### config.mk
export PLATFORM = sky130hd
export DESIGN_NAME = spriteRenderer
export DESIGN_NICKNAME = d
export VERILOG_FILES = /design/src/videoPkg.sv /design/src/colorPalette.sv /design/src/layerMerge.sv /design/src/spriteLayer.sv /design/src/spriteRenderer.sv /design/src/vgaTiming.sv
export SDC_FILE = /design/constraint.sdc
export NUM_CORES = 1
export LEC_CHECK = 0
export ABC_AREA = 1
export BUFFER_PORTS_ARGS = -buffer_cell sky130_fd_sc_hd__buf_2
export CAP_MARGIN = 10
export CORE_MARGIN = 2
export CORE_UTILIZATION = 50
export DETAILED_ROUTE_END_ITERATION = 10
export GPL_ROUTABILITY_DRIVEN = 0
export GPL_TIMING_DRIVEN = 0
export PLACE_DENSITY = 0.67
export SLEW_MARGIN = 0
export SYNTH_ARGS = -nofsm -noshare
export SYNTH_HDL_FRONTEND = slang
export SYNTH_SLANG_ARGS = --single-unit
### constraint.sdc
create_clock -name Clk -period 4.03 [get_ports Clk]
set_input_delay 0.2015 -clock Clk [delete_from_list [all_inputs] [get_ports Clk]]
set_output_delay 0.2015 -clock Clk [all_outputs]
set_load 0.01 [all_outputs]
### src/videoPkg.sv
package videoPkg;

   localparam int CoordWidth = 10;
   localparam int PaletteIdxWidth = 5;
   localparam int ColorWidth = 8;
   localparam int DefaultSpriteSize = 16;

   localparam logic [PaletteIdxWidth-1:0] BlackIdx = 5'd1;

   typedef struct packed {
      logic [ColorWidth-1:0] red;
      logic [ColorWidth-1:0] green;
      logic [ColorWidth-1:0] blue;
   } rgbT;

   // Game colours live in 1..18, everything else reads as black
   localparam rgbT PaletteTable [32] = '{
      24'h000000, // Unused
      24'h000000, // Black
      24'hffffff, // White
      24'hd63100,
      24'hff2910,
      24'hff5a00,
      24'hc58c21,
      24'hc5a519,
      24'hefd629,
      24'h42ce5a,
      24'h314a7b,
      24'h3a5ad6,
      24'h425aff,
      24'h5a528c,
      24'h5a2973,
      24'h4a0084,
      24'hce52ce,
      24'hff7bff,
      24'hef3a73,
      24'h000000, 24'h000000, 24'h000000, 24'h000000, 24'h000000,
      24'h000000, 24'h000000, 24'h000000, 24'h000000, 24'h000000,
      24'h000000, 24'h000000, 24'h000000
   };

endpackage
### src/colorPalette.sv
`timescale 1ns/1ps

module colorPalette (
   input  logic                                IsBackground,
   input  logic [videoPkg::PaletteIdxWidth-1:0] PaletteIdx,
   output logic [videoPkg::ColorWidth-1:0]      VGA_R,
   output logic [videoPkg::ColorWidth-1:0]      VGA_G,
   output logic [videoPkg::ColorWidth-1:0]      VGA_B
);

   import videoPkg::*;

   rgbT entry;
   logic [ColorWidth-1:0] red;
   logic [ColorWidth-1:0] green;
   logic [ColorWidth-1:0] blue;

   assign entry = PaletteTable[PaletteIdx];

   always_comb begin
      if (IsBackground) begin
         // Background is plain white
         red   = '1;
         green = '1;
         blue  = '1;
      end else begin
         red   = entry.red;
         green = entry.green;
         blue  = entry.blue;
      end
   end

   assign VGA_R = red;
   assign VGA_G = green;
   assign VGA_B = blue;

endmodule

### src/layerMerge.sv
`timescale 1ns/1ps

module layerMerge #(
   parameter int NumSprites = 4
) (
   input  logic                                           Clk,
   input  logic                                           rst,
   input  logic [NumSprites-1:0]                          Hit,
   input  logic [NumSprites*videoPkg::PaletteIdxWidth-1:0] HitColor,
   input  logic                                           HSyncRaw,
   input  logic                                           VSyncRaw,
   input  logic                                           BlankRaw,
   output logic [videoPkg::PaletteIdxWidth-1:0]            PaletteIdx,
   output logic                                           IsBackground,
   output logic                                           VGA_HS,
   output logic                                           VGA_VS
);

   import videoPkg::*;

   logic                       hSyncD1;
   logic                       vSyncD1;
   logic                       blankD1;
   logic [PaletteIdxWidth-1:0] winIdx;
   logic                       anyHit;

   // Walk downwards so the lowest enabled layer is assigned last and wins
   always_comb begin
      winIdx = BlackIdx;
      anyHit = 1'b0;
      for (int i = NumSprites - 1; i >= 0; i--) begin
         if (Hit[i]) begin
            winIdx = HitColor[i*PaletteIdxWidth +: PaletteIdxWidth];
            anyHit = 1'b1;
         end
      end
   end

   // Line up sync and blank with the layer stage
   always_ff @(posedge Clk) begin
      if (rst) begin
         hSyncD1 <= 1'b1;
         vSyncD1 <= 1'b1;
         blankD1 <= 1'b1;
      end else begin
         hSyncD1 <= HSyncRaw;
         vSyncD1 <= VSyncRaw;
         blankD1 <= BlankRaw;
      end
   end

   always_ff @(posedge Clk) begin
      if (rst) begin
         PaletteIdx   <= BlackIdx;
         IsBackground <= 1'b0;
         VGA_HS       <= 1'b1;
         VGA_VS       <= 1'b1;
      end else begin
         VGA_HS <= hSyncD1;
         VGA_VS <= vSyncD1;
         if (blankD1) begin
            PaletteIdx   <= BlackIdx;    // Black in porches and sync
            IsBackground <= 1'b0;
         end else begin
            PaletteIdx   <= winIdx;
            IsBackground <= ~anyHit;
         end
      end
   end

endmodule

### src/spriteLayer.sv
`timescale 1ns/1ps

module spriteLayer #(
   parameter int LayerIndex = 0,
   parameter int SpriteSize = videoPkg::DefaultSpriteSize,
   parameter int SelWidth   = 2
) (
   input  logic                                Clk,
   input  logic                                rst,
   input  logic [videoPkg::CoordWidth-1:0]      DrawX,
   input  logic [videoPkg::CoordWidth-1:0]      DrawY,
   input  logic                                SpriteWe,
   input  logic [SelWidth-1:0]                 SpriteSel,
   input  logic [videoPkg::CoordWidth-1:0]      SpriteX,
   input  logic [videoPkg::CoordWidth-1:0]      SpriteY,
   input  logic [videoPkg::PaletteIdxWidth-1:0] SpriteColor,
   input  logic                                SpriteEnable,
   output logic                                Hit,
   output logic [videoPkg::PaletteIdxWidth-1:0] HitColor
);

   import videoPkg::*;

   logic [CoordWidth-1:0]      posX;
   logic [CoordWidth-1:0]      posY;
   logic [PaletteIdxWidth-1:0] colorReg;
   logic                       enableReg;
   logic [CoordWidth:0]        lastX;    // One extra bit so the far edge never wraps
   logic [CoordWidth:0]        lastY;
   logic                       inX;
   logic                       inY;
   logic                       selected;

   assign selected = SpriteWe && (SpriteSel == SelWidth'(LayerIndex));

   always_ff @(posedge Clk) begin
      if (rst) begin
         enableReg <= 1'b0;
      end else if (selected) begin
         enableReg <= SpriteEnable;
      end
   end

   always_ff @(posedge Clk) begin
      if (selected) begin
         posX     <= SpriteX;
         posY     <= SpriteY;
         colorReg <= SpriteColor;
      end
   end

   assign lastX = {1'b0, posX} + (CoordWidth + 1)'(SpriteSize - 1);
   assign lastY = {1'b0, posY} + (CoordWidth + 1)'(SpriteSize - 1);
   assign inX   = (DrawX >= posX) && ({1'b0, DrawX} <= lastX);
   assign inY   = (DrawY >= posY) && ({1'b0, DrawY} <= lastY);

   always_ff @(posedge Clk) begin
      if (rst) begin
         Hit <= 1'b0;
      end else begin
         Hit <= enableReg && inX && inY;
      end
   end

   // Colour travels with Hit so a mid-line write stays consistent
   always_ff @(posedge Clk) begin
      HitColor <= colorReg;
   end

endmodule

### src/spriteRenderer.sv
`timescale 1ns/1ps

module spriteRenderer #(
   parameter int NumSprites  = 4,
   parameter int SpriteSize  = videoPkg::DefaultSpriteSize,
   parameter int HActive     = 640,
   parameter int HFrontPorch = 16,
   parameter int HSyncLen    = 96,
   parameter int HBackPorch  = 48,
   parameter int VActive     = 480,
   parameter int VFrontPorch = 10,
   parameter int VSyncLen    = 2,
   parameter int VBackPorch  = 33,
   localparam int SelWidth   = (NumSprites > 1) ? $clog2(NumSprites) : 1
) (
   input  logic                                Clk,
   input  logic                                rst,
   input  logic                                SpriteWe,
   input  logic [SelWidth-1:0]                 SpriteSel,
   input  logic [videoPkg::CoordWidth-1:0]      SpriteX,
   input  logic [videoPkg::CoordWidth-1:0]      SpriteY,
   input  logic [videoPkg::PaletteIdxWidth-1:0] SpriteColor,
   input  logic                                SpriteEnable,
   output logic [videoPkg::ColorWidth-1:0]      VGA_R,
   output logic [videoPkg::ColorWidth-1:0]      VGA_G,
   output logic [videoPkg::ColorWidth-1:0]      VGA_B,
   output logic                                VGA_HS,
   output logic                                VGA_VS,
   output logic                                FrameStart
);

   import videoPkg::*;

   logic [CoordWidth-1:0]                 drawX;
   logic [CoordWidth-1:0]                 drawY;
   logic                                  hSyncRaw;
   logic                                  vSyncRaw;
   logic                                  blankRaw;
   logic [NumSprites-1:0]                 hit;
   logic [NumSprites*PaletteIdxWidth-1:0] hitColor;
   logic [PaletteIdxWidth-1:0]            paletteIdx;
   logic                                  isBackground;

   vgaTiming #(
      .HActive(HActive),
      .HFrontPorch(HFrontPorch),
      .HSyncLen(HSyncLen),
      .HBackPorch(HBackPorch),
      .VActive(VActive),
      .VFrontPorch(VFrontPorch),
      .VSyncLen(VSyncLen),
      .VBackPorch(VBackPorch)
   ) u_vgaTiming (
      .Clk(Clk),
      .rst(rst),
      .DrawX(drawX),
      .DrawY(drawY),
      .HSyncRaw(hSyncRaw),
      .VSyncRaw(vSyncRaw),
      .BlankRaw(blankRaw),
      .FrameStart(FrameStart)
   );

   // All layers see the same write bus and pick their own strobe
   for (genvar i = 0; i < NumSprites; i++) begin : gLayer
      spriteLayer #(
         .LayerIndex(i),
         .SpriteSize(SpriteSize),
         .SelWidth(SelWidth)
      ) u_spriteLayer (
         .Clk(Clk),
         .rst(rst),
         .DrawX(drawX),
         .DrawY(drawY),
         .SpriteWe(SpriteWe),
         .SpriteSel(SpriteSel),
         .SpriteX(SpriteX),
         .SpriteY(SpriteY),
         .SpriteColor(SpriteColor),
         .SpriteEnable(SpriteEnable),
         .Hit(hit[i]),
         .HitColor(hitColor[i*PaletteIdxWidth +: PaletteIdxWidth])
      );
   end

   layerMerge #(
      .NumSprites(NumSprites)
   ) u_layerMerge (
      .Clk(Clk),
      .rst(rst),
      .Hit(hit),
      .HitColor(hitColor),
      .HSyncRaw(hSyncRaw),
      .VSyncRaw(vSyncRaw),
      .BlankRaw(blankRaw),
      .PaletteIdx(paletteIdx),
      .IsBackground(isBackground),
      .VGA_HS(VGA_HS),
      .VGA_VS(VGA_VS)
   );

   colorPalette u_colorPalette (
      .IsBackground(isBackground),
      .PaletteIdx(paletteIdx),
      .VGA_R(VGA_R),
      .VGA_G(VGA_G),
      .VGA_B(VGA_B)
   );

endmodule

### src/vgaTiming.sv
`timescale 1ns/1ps

module vgaTiming #(
   parameter int HActive     = 640,
   parameter int HFrontPorch = 16,
   parameter int HSyncLen    = 96,
   parameter int HBackPorch  = 48,
   parameter int VActive     = 480,
   parameter int VFrontPorch = 10,
   parameter int VSyncLen    = 2,
   parameter int VBackPorch  = 33
) (
   input  logic                           Clk,
   input  logic                           rst,
   output logic [videoPkg::CoordWidth-1:0] DrawX,
   output logic [videoPkg::CoordWidth-1:0] DrawY,
   output logic                           HSyncRaw,
   output logic                           VSyncRaw,
   output logic                           BlankRaw,
   output logic                           FrameStart
);

   import videoPkg::*;

   localparam int HSyncStart = HActive + HFrontPorch;
   localparam int HSyncEnd   = HSyncStart + HSyncLen;
   localparam int HTotal     = HSyncEnd + HBackPorch;
   localparam int VSyncStart = VActive + VFrontPorch;
   localparam int VSyncEnd   = VSyncStart + VSyncLen;
   localparam int VTotal     = VSyncEnd + VBackPorch;

   logic [CoordWidth-1:0] hCount;
   logic [CoordWidth-1:0] vCount;
   logic lineEnd;
   logic frameEnd;

   assign lineEnd  = (hCount == CoordWidth'(HTotal - 1));
   assign frameEnd = (vCount == CoordWidth'(VTotal - 1));

   always_ff @(posedge Clk) begin
      if (rst) begin
         hCount <= '0;
         vCount <= '0;
      end else if (lineEnd) begin
         hCount <= '0;
         if (frameEnd) begin
            vCount <= '0;
         end else begin
            vCount <= vCount + 1'b1;
         end
      end else begin
         hCount <= hCount + 1'b1;
      end
   end

   assign DrawX = hCount;
   assign DrawY = vCount;

   // Syncs are active low inside their window
   assign HSyncRaw = ~((hCount >= CoordWidth'(HSyncStart)) && (hCount < CoordWidth'(HSyncEnd)));
   assign VSyncRaw = ~((vCount >= CoordWidth'(VSyncStart)) && (vCount < CoordWidth'(VSyncEnd)));

   assign BlankRaw   = (hCount >= CoordWidth'(HActive)) || (vCount >= CoordWidth'(VActive));
   assign FrameStart = (hCount == '0) && (vCount == '0);

endmodule

==> results.txt, run 1 <==
----------------------------------------------------
[Setup path]
  Critical path data arrival time ... 2980 ps
  Biggest fanout along the worst timing path ... 3
  Dominant delay contributor by cell family on the critical path ... simple AND/OR/NAND/NOR gates
  CP peak stage delay ... 360 ps
  Count of buffer and inverter cells on the critical path ... 1
  Crit path required time ... 4400 ps
  CP Capture Type ... flop
  Cell with the largest stage delay on the worst path ... sky130_fd_sc_hd__edfxtp_1
  Cells along the critical path ... inv_1, ha_1, nand3_1, nand2_1, nor2_1, nand3_1, xor2_1, ha_1, a21o_1, a21oi_1, nand2_1, a21oi_1, nand3_1, nor2_1
  Cell occurring most often along the worst timing path ... sky130_fd_sc_hd__nand3_1
  Classification of the worst setup path ... flop to flop
  Nature of the critical path startpoint ... flop

[Clock network]
  Clock tree root buffer cell ... sky130_fd_sc_hd__clkbuf_16
  Post-CTS sizing ... 0
  CTS Buf Count ... 17
  Clk sinks ... 159
  Clk Latency, worst-skew pair ... 430 ps
  Clock-pin transition on the worst setup and hold timing paths ... 70 ps
  CTS tree ... yes
  H-tree levels ... 4
  Maximum number of buffers from clock root to sink ... 2

[Layout]
  Layout net count ... 1598
  Filler cells ... 1916
  Finished Layout Cells ... 1680
  Layout-stage area growth over the synthesis result ... 13.1%
  Core utilization of the finished layout ... 57.2%
  Share of post-route cells with drive strength above 1 ... 9.64%
  Count of antenna diodes in the layout ... 0

[Synth]
  Leading cell types by total area after synthesis ... sky130_fd_sc_hd__edfxtp_1 27%, sky130_fd_sc_hd__ha_1 21%, sky130_fd_sc_hd__dfxtp_1 11%
  Most common library cells after synthesis ... 277 x sky130_fd_sc_hd__nand2_1, 191 x sky130_fd_sc_hd__inv_1, 180 x sky130_fd_sc_hd__ha_1
  Dominant combinational cell family by area after synthesis ... adder cells
  FFs w/ async S/R, synth ... 0%
  Post-synthesis share of cell area spent on full adders, half adders and majority gates ... 20.5%
  Simple-gate share of the synthesized area ... 20.2%
  Gate count after technology mapping ... 1296
  Post-synthesis share of cell area spent on xor and xnor gates ... 4.63%
  Cell taking the most area after synthesis ... sky130_fd_sc_hd__edfxtp_1
  Post-synthesis sequential area ratio ... 38.1%
  Most frequently used cell type in the post-synthesis netlist ... sky130_fd_sc_hd__nand2_1
  Number of different library cells in the post-synthesis netlist ... 45
  Share of the synthesized area in compound gates (AO/OA/AOI/OAI) ... 9.14%
  Number of nets in the synthesized netlist ... 1507
  Mean instance size in the synthesized netlist ... 8.47 µm²
  Portion of synthesized cell area occupied by the leading cell type ... 27.4%
  Total of warnings raised by yosys ... 0
  Number of flip-flops and latches in the synthesized netlist ... 159
  Post-synthesis mux area share ... 0%
  Cell area after technology mapping ... 0.0110 mm²
  Number of synthesized flops with an enable pin ... 100
  Leading register cell type out of synthesis ... sky130_fd_sc_hd__edfxtp_1

[Timing]
  Clock period minus final worst setup slack ... 2610 ps
  Final-report max-slew violation count ... 0
  Final clock period utilization by the worst path ... 64.7%
  Transition time at the pin with the least slew margin ... 971 ps
  Setup repair after global routing missed its margin ... no
  # setup viols final ... 0
  Maximum clock frequency ... 384 MHz
  Worst slew margin ... 34.9%
  Final hold violations ... 0
  Setup WS post-layout ... 1420 ps
  Final worst clock skew ... 8.55 ps

[Worst hold path]
  Type of the tightest min-delay check ... primary input to flop

[Drt]
  Post-route DRC violation count ... 0
  Total Routed Length ... 25.3 mm
  Wire per inst ... 15.1 µm
  Total number of vias ... 8893
  Number of DRC markers in iteration 0 ... 504
  Initial DRT Pass Iterations ... 5
  Antenna-violating nets left ... 0
  Drt via density ... 5.29

[Status]
  Outcome ... finished, final reports clean

[Floorplan]
  Count of standard-cell rows ... 54
  Die outline area ... 0.0232 mm²
  Die Width ... 152 µm
  Core Box Area ... 0.0217 mm²
  IO Count ... 58
  Die Span Y ... 152 µm
  Initial Util ... 50.6%

[Power and ir drop]
  Ratio of total power to cell area ... 314 mW/mm²
  Sequential fraction of design power ... 47.2%
  Clk network pwr share ... 42.6%
  Sw power ... 1.02 mW
  Net switching share of the total power ... 26.1%
  Cell internal pwr ... 2.88 mW
  Largest vdd supply drop ... 0.317 mV
  Part of the power in combinational logic ... 10.2%
  Leakage power of the design ... 6.10 nW

[Global route]
  Remaining global-route overflow ... 0
  Largest net degree at the start of global routing ... 18
  Antenna violations before repair ... 0
  Global-route total usage across every layer ... 22.1%
  Via count of the first global-routing pass ... 8295
  Wire length of the first global-routing pass ... 40.8 mm

[Placement]
  Setup slack at placement ... 1450 ps
  Detailed placer's ending HPWL ... 19.1 mm
  Number of cells after detailed placement ... 1642
  IO Port Bufs ... 57

[Flow run]
  Max Cap Violations ... 0

----------------------------------------------------
-- what timing repair did --
action | in CTS | in global routing
hold endpoints to repair | 19 | 0
hold buffers | 6 | 0
setup buffers | 0 | 0
-- stage by stage --
| stage | setup TNS, ps | power (mW) | instance area [µm²] | hold WS [ps] |
|---|---|---|---|---|
| floorplan | 0 | 2.13 | 11000 | 300 |
| global placement | -4270 | 2.25 | 11600 | 324 |
| detailed placement | 0 | 2.27 | 11700 | 327 |
| CTS | 0 | 3.93 | 12400 | 2.77 |
| global route | 0 | 4.06 | 12400 | 12.0 |
| finish | 0 | 3.90 | 12400 | 25.3 |
-- cell families (layout without fill, tap and decap cells) --
group,Yosys count,count (layout)
simple gates,513,513
fa+ha+maj,180,180
buf+inv,208,312
compound gates,178,178
flops,159,159
xor+xnor,58,58
-- worst paths after layout --
check,start,end,slack [ps],depth (start not counted)
worst max-delay path,gLayer[1].u_spriteLayer.posY[0],gLayer[1].u_spriteLayer.Hit,1420,14
worst min-delay path,SpriteY[5],gLayer[1].u_spriteLayer.posY[5],30,1
worst max register to register,gLayer[1].u_spriteLayer.posY[0],gLayer[1].u_spriteLayer.Hit,1420,14
worst min register to register,gLayer[1].u_spriteLayer.colorReg[1],gLayer[1].u_spriteLayer.HitColor[1],330,0
-- routing by layer --
metal  track usage [%]  wire [µm]  part of all wire [%]  vias up
met1              28.2      11500                    45     4108
met5                 0          0                     0        -
met2              38.4      12100                    48      213
met4              7.52        573                   2.3        0
met3              3.50       1080                   4.3       43
li1                  -          -                     -     4529
-- worst reg2reg max path: cells and delay by family, from the launching register on --
kind                       cells  cell delay [ps]
AOI/OAI and AO/OA              3              550
xor gates and xnor gates       1              170
adders and majority gates      2              520
buffers and inverters          1               80
DFF                            1              360
and+or+nand+nor                7              860
-- placed cells by master (no fill, tap or decap), drive strengths merged, types with 8 or more instances in the layout --
cell and count:
xnor2 8, inv 203, ha 180, nand4 17, nand3 50, o2111ai 10, o21ai 56, a21oi 82
o211ai 9, nand2 279, nor3 28, clkbuf 21, buf 75, nor2 120, dfxtp 59, edfxtp 100
xor2 50
-- power groups by stage --
stage | clock, mW | combinational, mW | sequential (mW)
finish | 1.66 | 0.398 | 1.84
detailed placement | 0 | 0.394 | 1.88
CTS | 1.69 | 0.401 | 1.84
global route | 1.75 | 0.456 | 1.85
global placement | 0 | 0.373 | 1.88
floorplan | 0 | 0.265 | 1.86
-- sequential cells by signal, indices dropped and copies added, names as in the netlist, 4 cells and up --
| register | flops |
|---|---|
| u_layerMerge.PaletteIdx | 5 |
| u_vgaTiming.DrawX | 10 |
| gLayer.u_spriteLayer.HitColor | 20 |
| gLayer.u_spriteLayer.Hit | 4 |
| gLayer.u_spriteLayer.colorReg | 20 |
| gLayer.u_spriteLayer.posX | 40 |
| gLayer.u_spriteLayer.enableReg | 4 |
| u_vgaTiming.DrawY | 10 |
| gLayer.u_spriteLayer.posY | 40 |
-- layout make-up --
class | instances | area, µm² | area share (%)
Timing Repair Buffer | 72 | 443 | 3.57
Inverter | 198 | 744 | 6.00
Sequential cell | 159 | 4180 | 33.7
Clock inverter | 12 | 123 | 0.988
Clock buffer | 20 | 500 | 4.03
Buffer | 10 | 67.6 | 0.544
Tap cell | 280 | 350 | 2.82
Multi-Input combinational cell | 929 | 6000 | 48.3
No activity file was read; power rests on OpenSTA's default activity.
==> inputs of run 2 (changes only) <==
ABC_AREA = 0   (was 1)
clock period = 2.4 ns   (was 4.03 ns; I/O delays follow)
==> run 2 against run 1 <==
The flow now finishes with violations (setup timing). Sequential power grew 68%. Critical endpoint unchanged. Worst setup slack lost 1700 ps. Clock power grew 69%.
==> results.txt, run 2 <==
----------------------------------------------------
[Timing]
  Transition time at the pin with the least slew margin ... 965 ps
  Maximum clock frequency ... 375 MHz
  # setup viols final ... 4
  Final-report max-slew violation count ... 0
  Setup repair after global routing missed its margin ... yes
  Worst slew margin ... 34.0%
  Final hold violations ... 0
  Setup WS post-layout ... -267 ps
  Final worst clock skew ... 5.84 ps
  Clock period minus final worst setup slack ... 2670 ps
  Final clock period utilization by the worst path ... 111%

[Worst hold path]
  Hold Crit Depth ... 3
  Type of the tightest min-delay check ... primary input to flop

[Setup path]
  Last element of the critical path ... gLayer[1].u_spriteLayer.Hit
  CP Capture Type ... flop
  Reg2reg end ... gLayer[1].u_spriteLayer.Hit
  Critical path data arrival time ... 2970 ps
  Crit path required time ... 2700 ps
  Cell with the largest stage delay on the worst path ... sky130_fd_sc_hd__edfxtp_1
  Crit path depth ... 12
  Cells along the critical path ... inv_2, ha_4, a21oi_4, nand4_1, xnor2_1, ha_1, a21o_1, a21oi_2, o21ai_1, or3_1, nor3b_4, a2111oi_4
  Crit Reg-Reg Startpoint ... gLayer[1].u_spriteLayer.posY[1]
  Crit path from ... gLayer[1].u_spriteLayer.posY[1]
  Nature of the critical path startpoint ... flop
  Count of buffer and inverter cells on the critical path ... 1
  Flop2flop setup slack ... -270 ps
  Classification of the worst setup path ... flop to flop
  Dominant delay contributor by cell family on the critical path ... compound AO/OA/AOI/OAI gates
  CP peak stage delay ... 390 ps
  Worst reg2reg path depth ... 12
  Biggest fanout along the worst timing path ... 2

[Synth]
  FFs w/ async S/R, synth ... 0%
  Number of flip-flops and latches in the synthesized netlist ... 159
  Most common library cells after synthesis ... 180 x sky130_fd_sc_hd__ha_1, 105 x sky130_fd_sc_hd__inv_1, 100 x sky130_fd_sc_hd__edfxtp_1
  Most frequently used cell type in the post-synthesis netlist ... sky130_fd_sc_hd__ha_1
  Post-synthesis sequential area ratio ... 40.1%
  Number of nets in the synthesized netlist ... 1244
  Number of different library cells in the post-synthesis netlist ... 60
  Number of synthesized flops with an enable pin ... 100
  Portion of synthesized cell area occupied by the leading cell type ... 28.8%
  Cell area after technology mapping ... 0.0104 mm²
  Leading register cell type out of synthesis ... sky130_fd_sc_hd__edfxtp_1
  Cell taking the most area after synthesis ... sky130_fd_sc_hd__edfxtp_1
  Mean instance size in the synthesized netlist ... 10.1 µm²
  Gate count after technology mapping ... 1033
  Leading cell types by total area after synthesis ... sky130_fd_sc_hd__edfxtp_1 29%, sky130_fd_sc_hd__ha_1 22%, sky130_fd_sc_hd__dfxtp_1 11%
  Total of warnings raised by yosys ... 0

[Status]
  Outcome ... finished, violations left
  Failing checks ... setup timing

[Floorplan]
  IO Count ... 58
  Core Box Area ... 0.0204 mm²
  Initial Util ... 51.3%
  Count of standard-cell rows ... 52
  Die Width ... 149 µm
  Die outline area ... 0.0221 mm²
  Die Span Y ... 149 µm

[Drt]
  Wire per inst ... 17.8 µm
  Total number of vias ... 8191
  Antenna-violating nets left ... 0
  Drt via density ... 5.65
  Initial DRT Pass Iterations ... 5
  Total Routed Length ... 25.9 mm
  Post-route DRC violation count ... 0
  Number of DRC markers in iteration 0 ... 434

[Clock network]
  CTS tree ... yes
  Clk sinks ... 159
  Maximum number of buffers from clock root to sink ... 2
  H-tree levels ... 4
  Clock-pin transition on the worst setup and hold timing paths ... 70 ps
  CTS Buf Count ... 17
  Clock tree root buffer cell ... sky130_fd_sc_hd__clkbuf_16
  Clk Latency, worst-skew pair ... 430 ps

[Power and ir drop]
  Net switching share of the total power ... 27.0%
  Cell internal pwr ... 4.90 mW
  Leakage power of the design ... 5.63 nW
  Largest vdd supply drop ... 0.469 mV
  Part of the power in combinational logic ... 11.8%
  Sw power ... 1.81 mW
  Total chip power ... 6.71 mW
  Sequential fraction of design power ... 46.2%
  Ratio of total power to cell area ... 526 mW/mm²
  Clk network pwr share ... 42.0%

[Flow run]
  Max Cap Violations ... 0

[Layout]
  Leading registers by flop count ... gLayer.u_spriteLayer.posX: 40 flops, gLayer.u_spriteLayer.posY: 40 flops
  Layout net count ... 1379
  Leading cell type in the layout, fill and taps excluded ... sky130_fd_sc_hd__ha_1
  Layout-stage area growth over the synthesis result ... 22.2%
  Count of antenna diodes in the layout ... 0
  Share of post-route cells with drive strength above 1 ... 19.6%
  Highest-count cells in the layout ignoring fill and taps ... 172 x sky130_fd_sc_hd__ha_1, 100 x sky130_fd_sc_hd__edfxtp_1, 94 x sky130_fd_sc_hd__inv_1

[Global route]
  Wire length of the first global-routing pass ... 40.5 mm
  Largest net degree at the start of global routing ... 20
  Global-route total usage across every layer ... 23.6%
  Remaining global-route overflow ... 0
  Via count of the first global-routing pass ... 7940
  Antenna violations before repair ... 0

[Placement]
  Detailed placer's ending HPWL ... 18.5 mm
  IO Port Bufs ... 57
  Setup slack at placement ... -675 ps

----------------------------------------------------
==> run 2: cell types whose count changed after synthesis, moves of 12 or more <==
cell                       before  now
sky130_fd_sc_hd__a211oi_1       1   20
sky130_fd_sc_hd__nand2_1      277   65
sky130_fd_sc_hd__clkbuf_1       1   13
sky130_fd_sc_hd__nor2b_1        0   12
sky130_fd_sc_hd__nor2_1       114   57
sky130_fd_sc_hd__a21oi_1       82   50
sky130_fd_sc_hd__xor2_1        50   11
sky130_fd_sc_hd__inv_1        191  105
sky130_fd_sc_hd__nand3_1       47   29
sky130_fd_sc_hd__xnor2_1        8   69
sky130_fd_sc_hd__a21o_1         6   22
==> run 2: how the worst min path moves through the flow <==
stage	startpoint	to	slack (ps)
6_report	SpriteEnable	gLayer[2].u_spriteLayer.enableReg	20
5_1_grt	SpriteEnable	gLayer[2].u_spriteLayer.enableReg	30
4_1_cts	SpriteEnable	gLayer[2].u_spriteLayer.enableReg	7
3_5_place_dp	gLayer[0].u_spriteLayer.colorReg[0]	gLayer[0].u_spriteLayer.HitColor[0]	330
3_3_place_gp	gLayer[0].u_spriteLayer.colorReg[3]	gLayer[0].u_spriteLayer.HitColor[3]	320
2_1_floorplan	SpriteColor[0]	gLayer[0].u_spriteLayer.colorReg[0]	220
==> run 2: power by group through the flow <==
stage	registers [mW]	clock network, mW	logic, mW
floorplan	3.13	0	0.451
global placement	3.16	0	0.634
detailed placement	3.16	0	0.677
CTS	3.10	2.87	0.755
global route	3.11	2.96	0.880
finish	3.10	2.81	0.792
==> run 2: kinds of logic (layout without fill, tap and decap cells) <==
logic type | count (synthesis) | in the layout | synth area share (%)
AO/OA/AOI/OAI | 210 | 210 | 12.9
multiplexers | 6 | 6 | 0.575
XOR/XNOR | 80 | 80 | 6.71
flip-flops | 159 | 159 | 40.1
AND/OR/NAND/NOR | 274 | 274 | 13.5
adder cells (fa/ha/maj) | 180 | 180 | 21.6
buffers and inverters | 124 | 272 | 4.67
==> run 2: per-stage QoR <==
stage	setup TNS [ps]	util (%)	hold slack [ps]	cell area, µm²	std cells
after global placement	-9690	54.6	324	11100	1360
after global routing	-1010	62.7	26.0	12800	1451
final	-564	62.7	23.9	12800	1451
after floorplan	0	-	219	10500	1033
after CTS	-830	61.5	6.56	12500	1439
after detailed placement	-2120	55.2	327	11200	1364
==> run 2: area by class of cell <==
class                   instances  area [µm²]
flip-flops and latches        159        4200
clock inverters                15         210
well taps                     270         338
clock buffers                  17         425
repair buffers                116         875
fillers                      1607        7600
multi-input cells             750        6220
inverters                     105         398
plain buffers                  19         100
==> run 2: metal layers <==
| metal | routed length, µm | vias to the layer above | track usage, % |
|---|---|---|---|
| li1 | - | 4042 | - |
| met1 | 11600 | 3911 | 31.2 |
| met2 | 12800 | 209 | 40.8 |
| met3 | 1150 | 29 | 3.80 |
| met4 | 272 | 0 | 5.38 |
| met5 | 0 | - | 0 |
==> run 2: worst register-to-register path, cell delays in order (launching register included) <==
cell,delay (ps)
sky130_fd_sc_hd__edfxtp_1,390
sky130_fd_sc_hd__inv_2,70
sky130_fd_sc_hd__ha_4,170
sky130_fd_sc_hd__a21oi_4,120
sky130_fd_sc_hd__nand4_1,110
sky130_fd_sc_hd__xnor2_1,160
sky130_fd_sc_hd__ha_1,310
sky130_fd_sc_hd__a21o_1,170
sky130_fd_sc_hd__a21oi_2,140
sky130_fd_sc_hd__o21ai_1,70
sky130_fd_sc_hd__or3_1,310
sky130_fd_sc_hd__nor3b_4,170
sky130_fd_sc_hd__a2111oi_4,370
==> run 2: repair_timing <==
item                       CTS  global route
hold endpoints to repair    99             0
pin swaps                   33            33
setup endpoints to repair   21            23
setup buffers               18            12
gates resized for setup     62            43
hold buffers                25             0
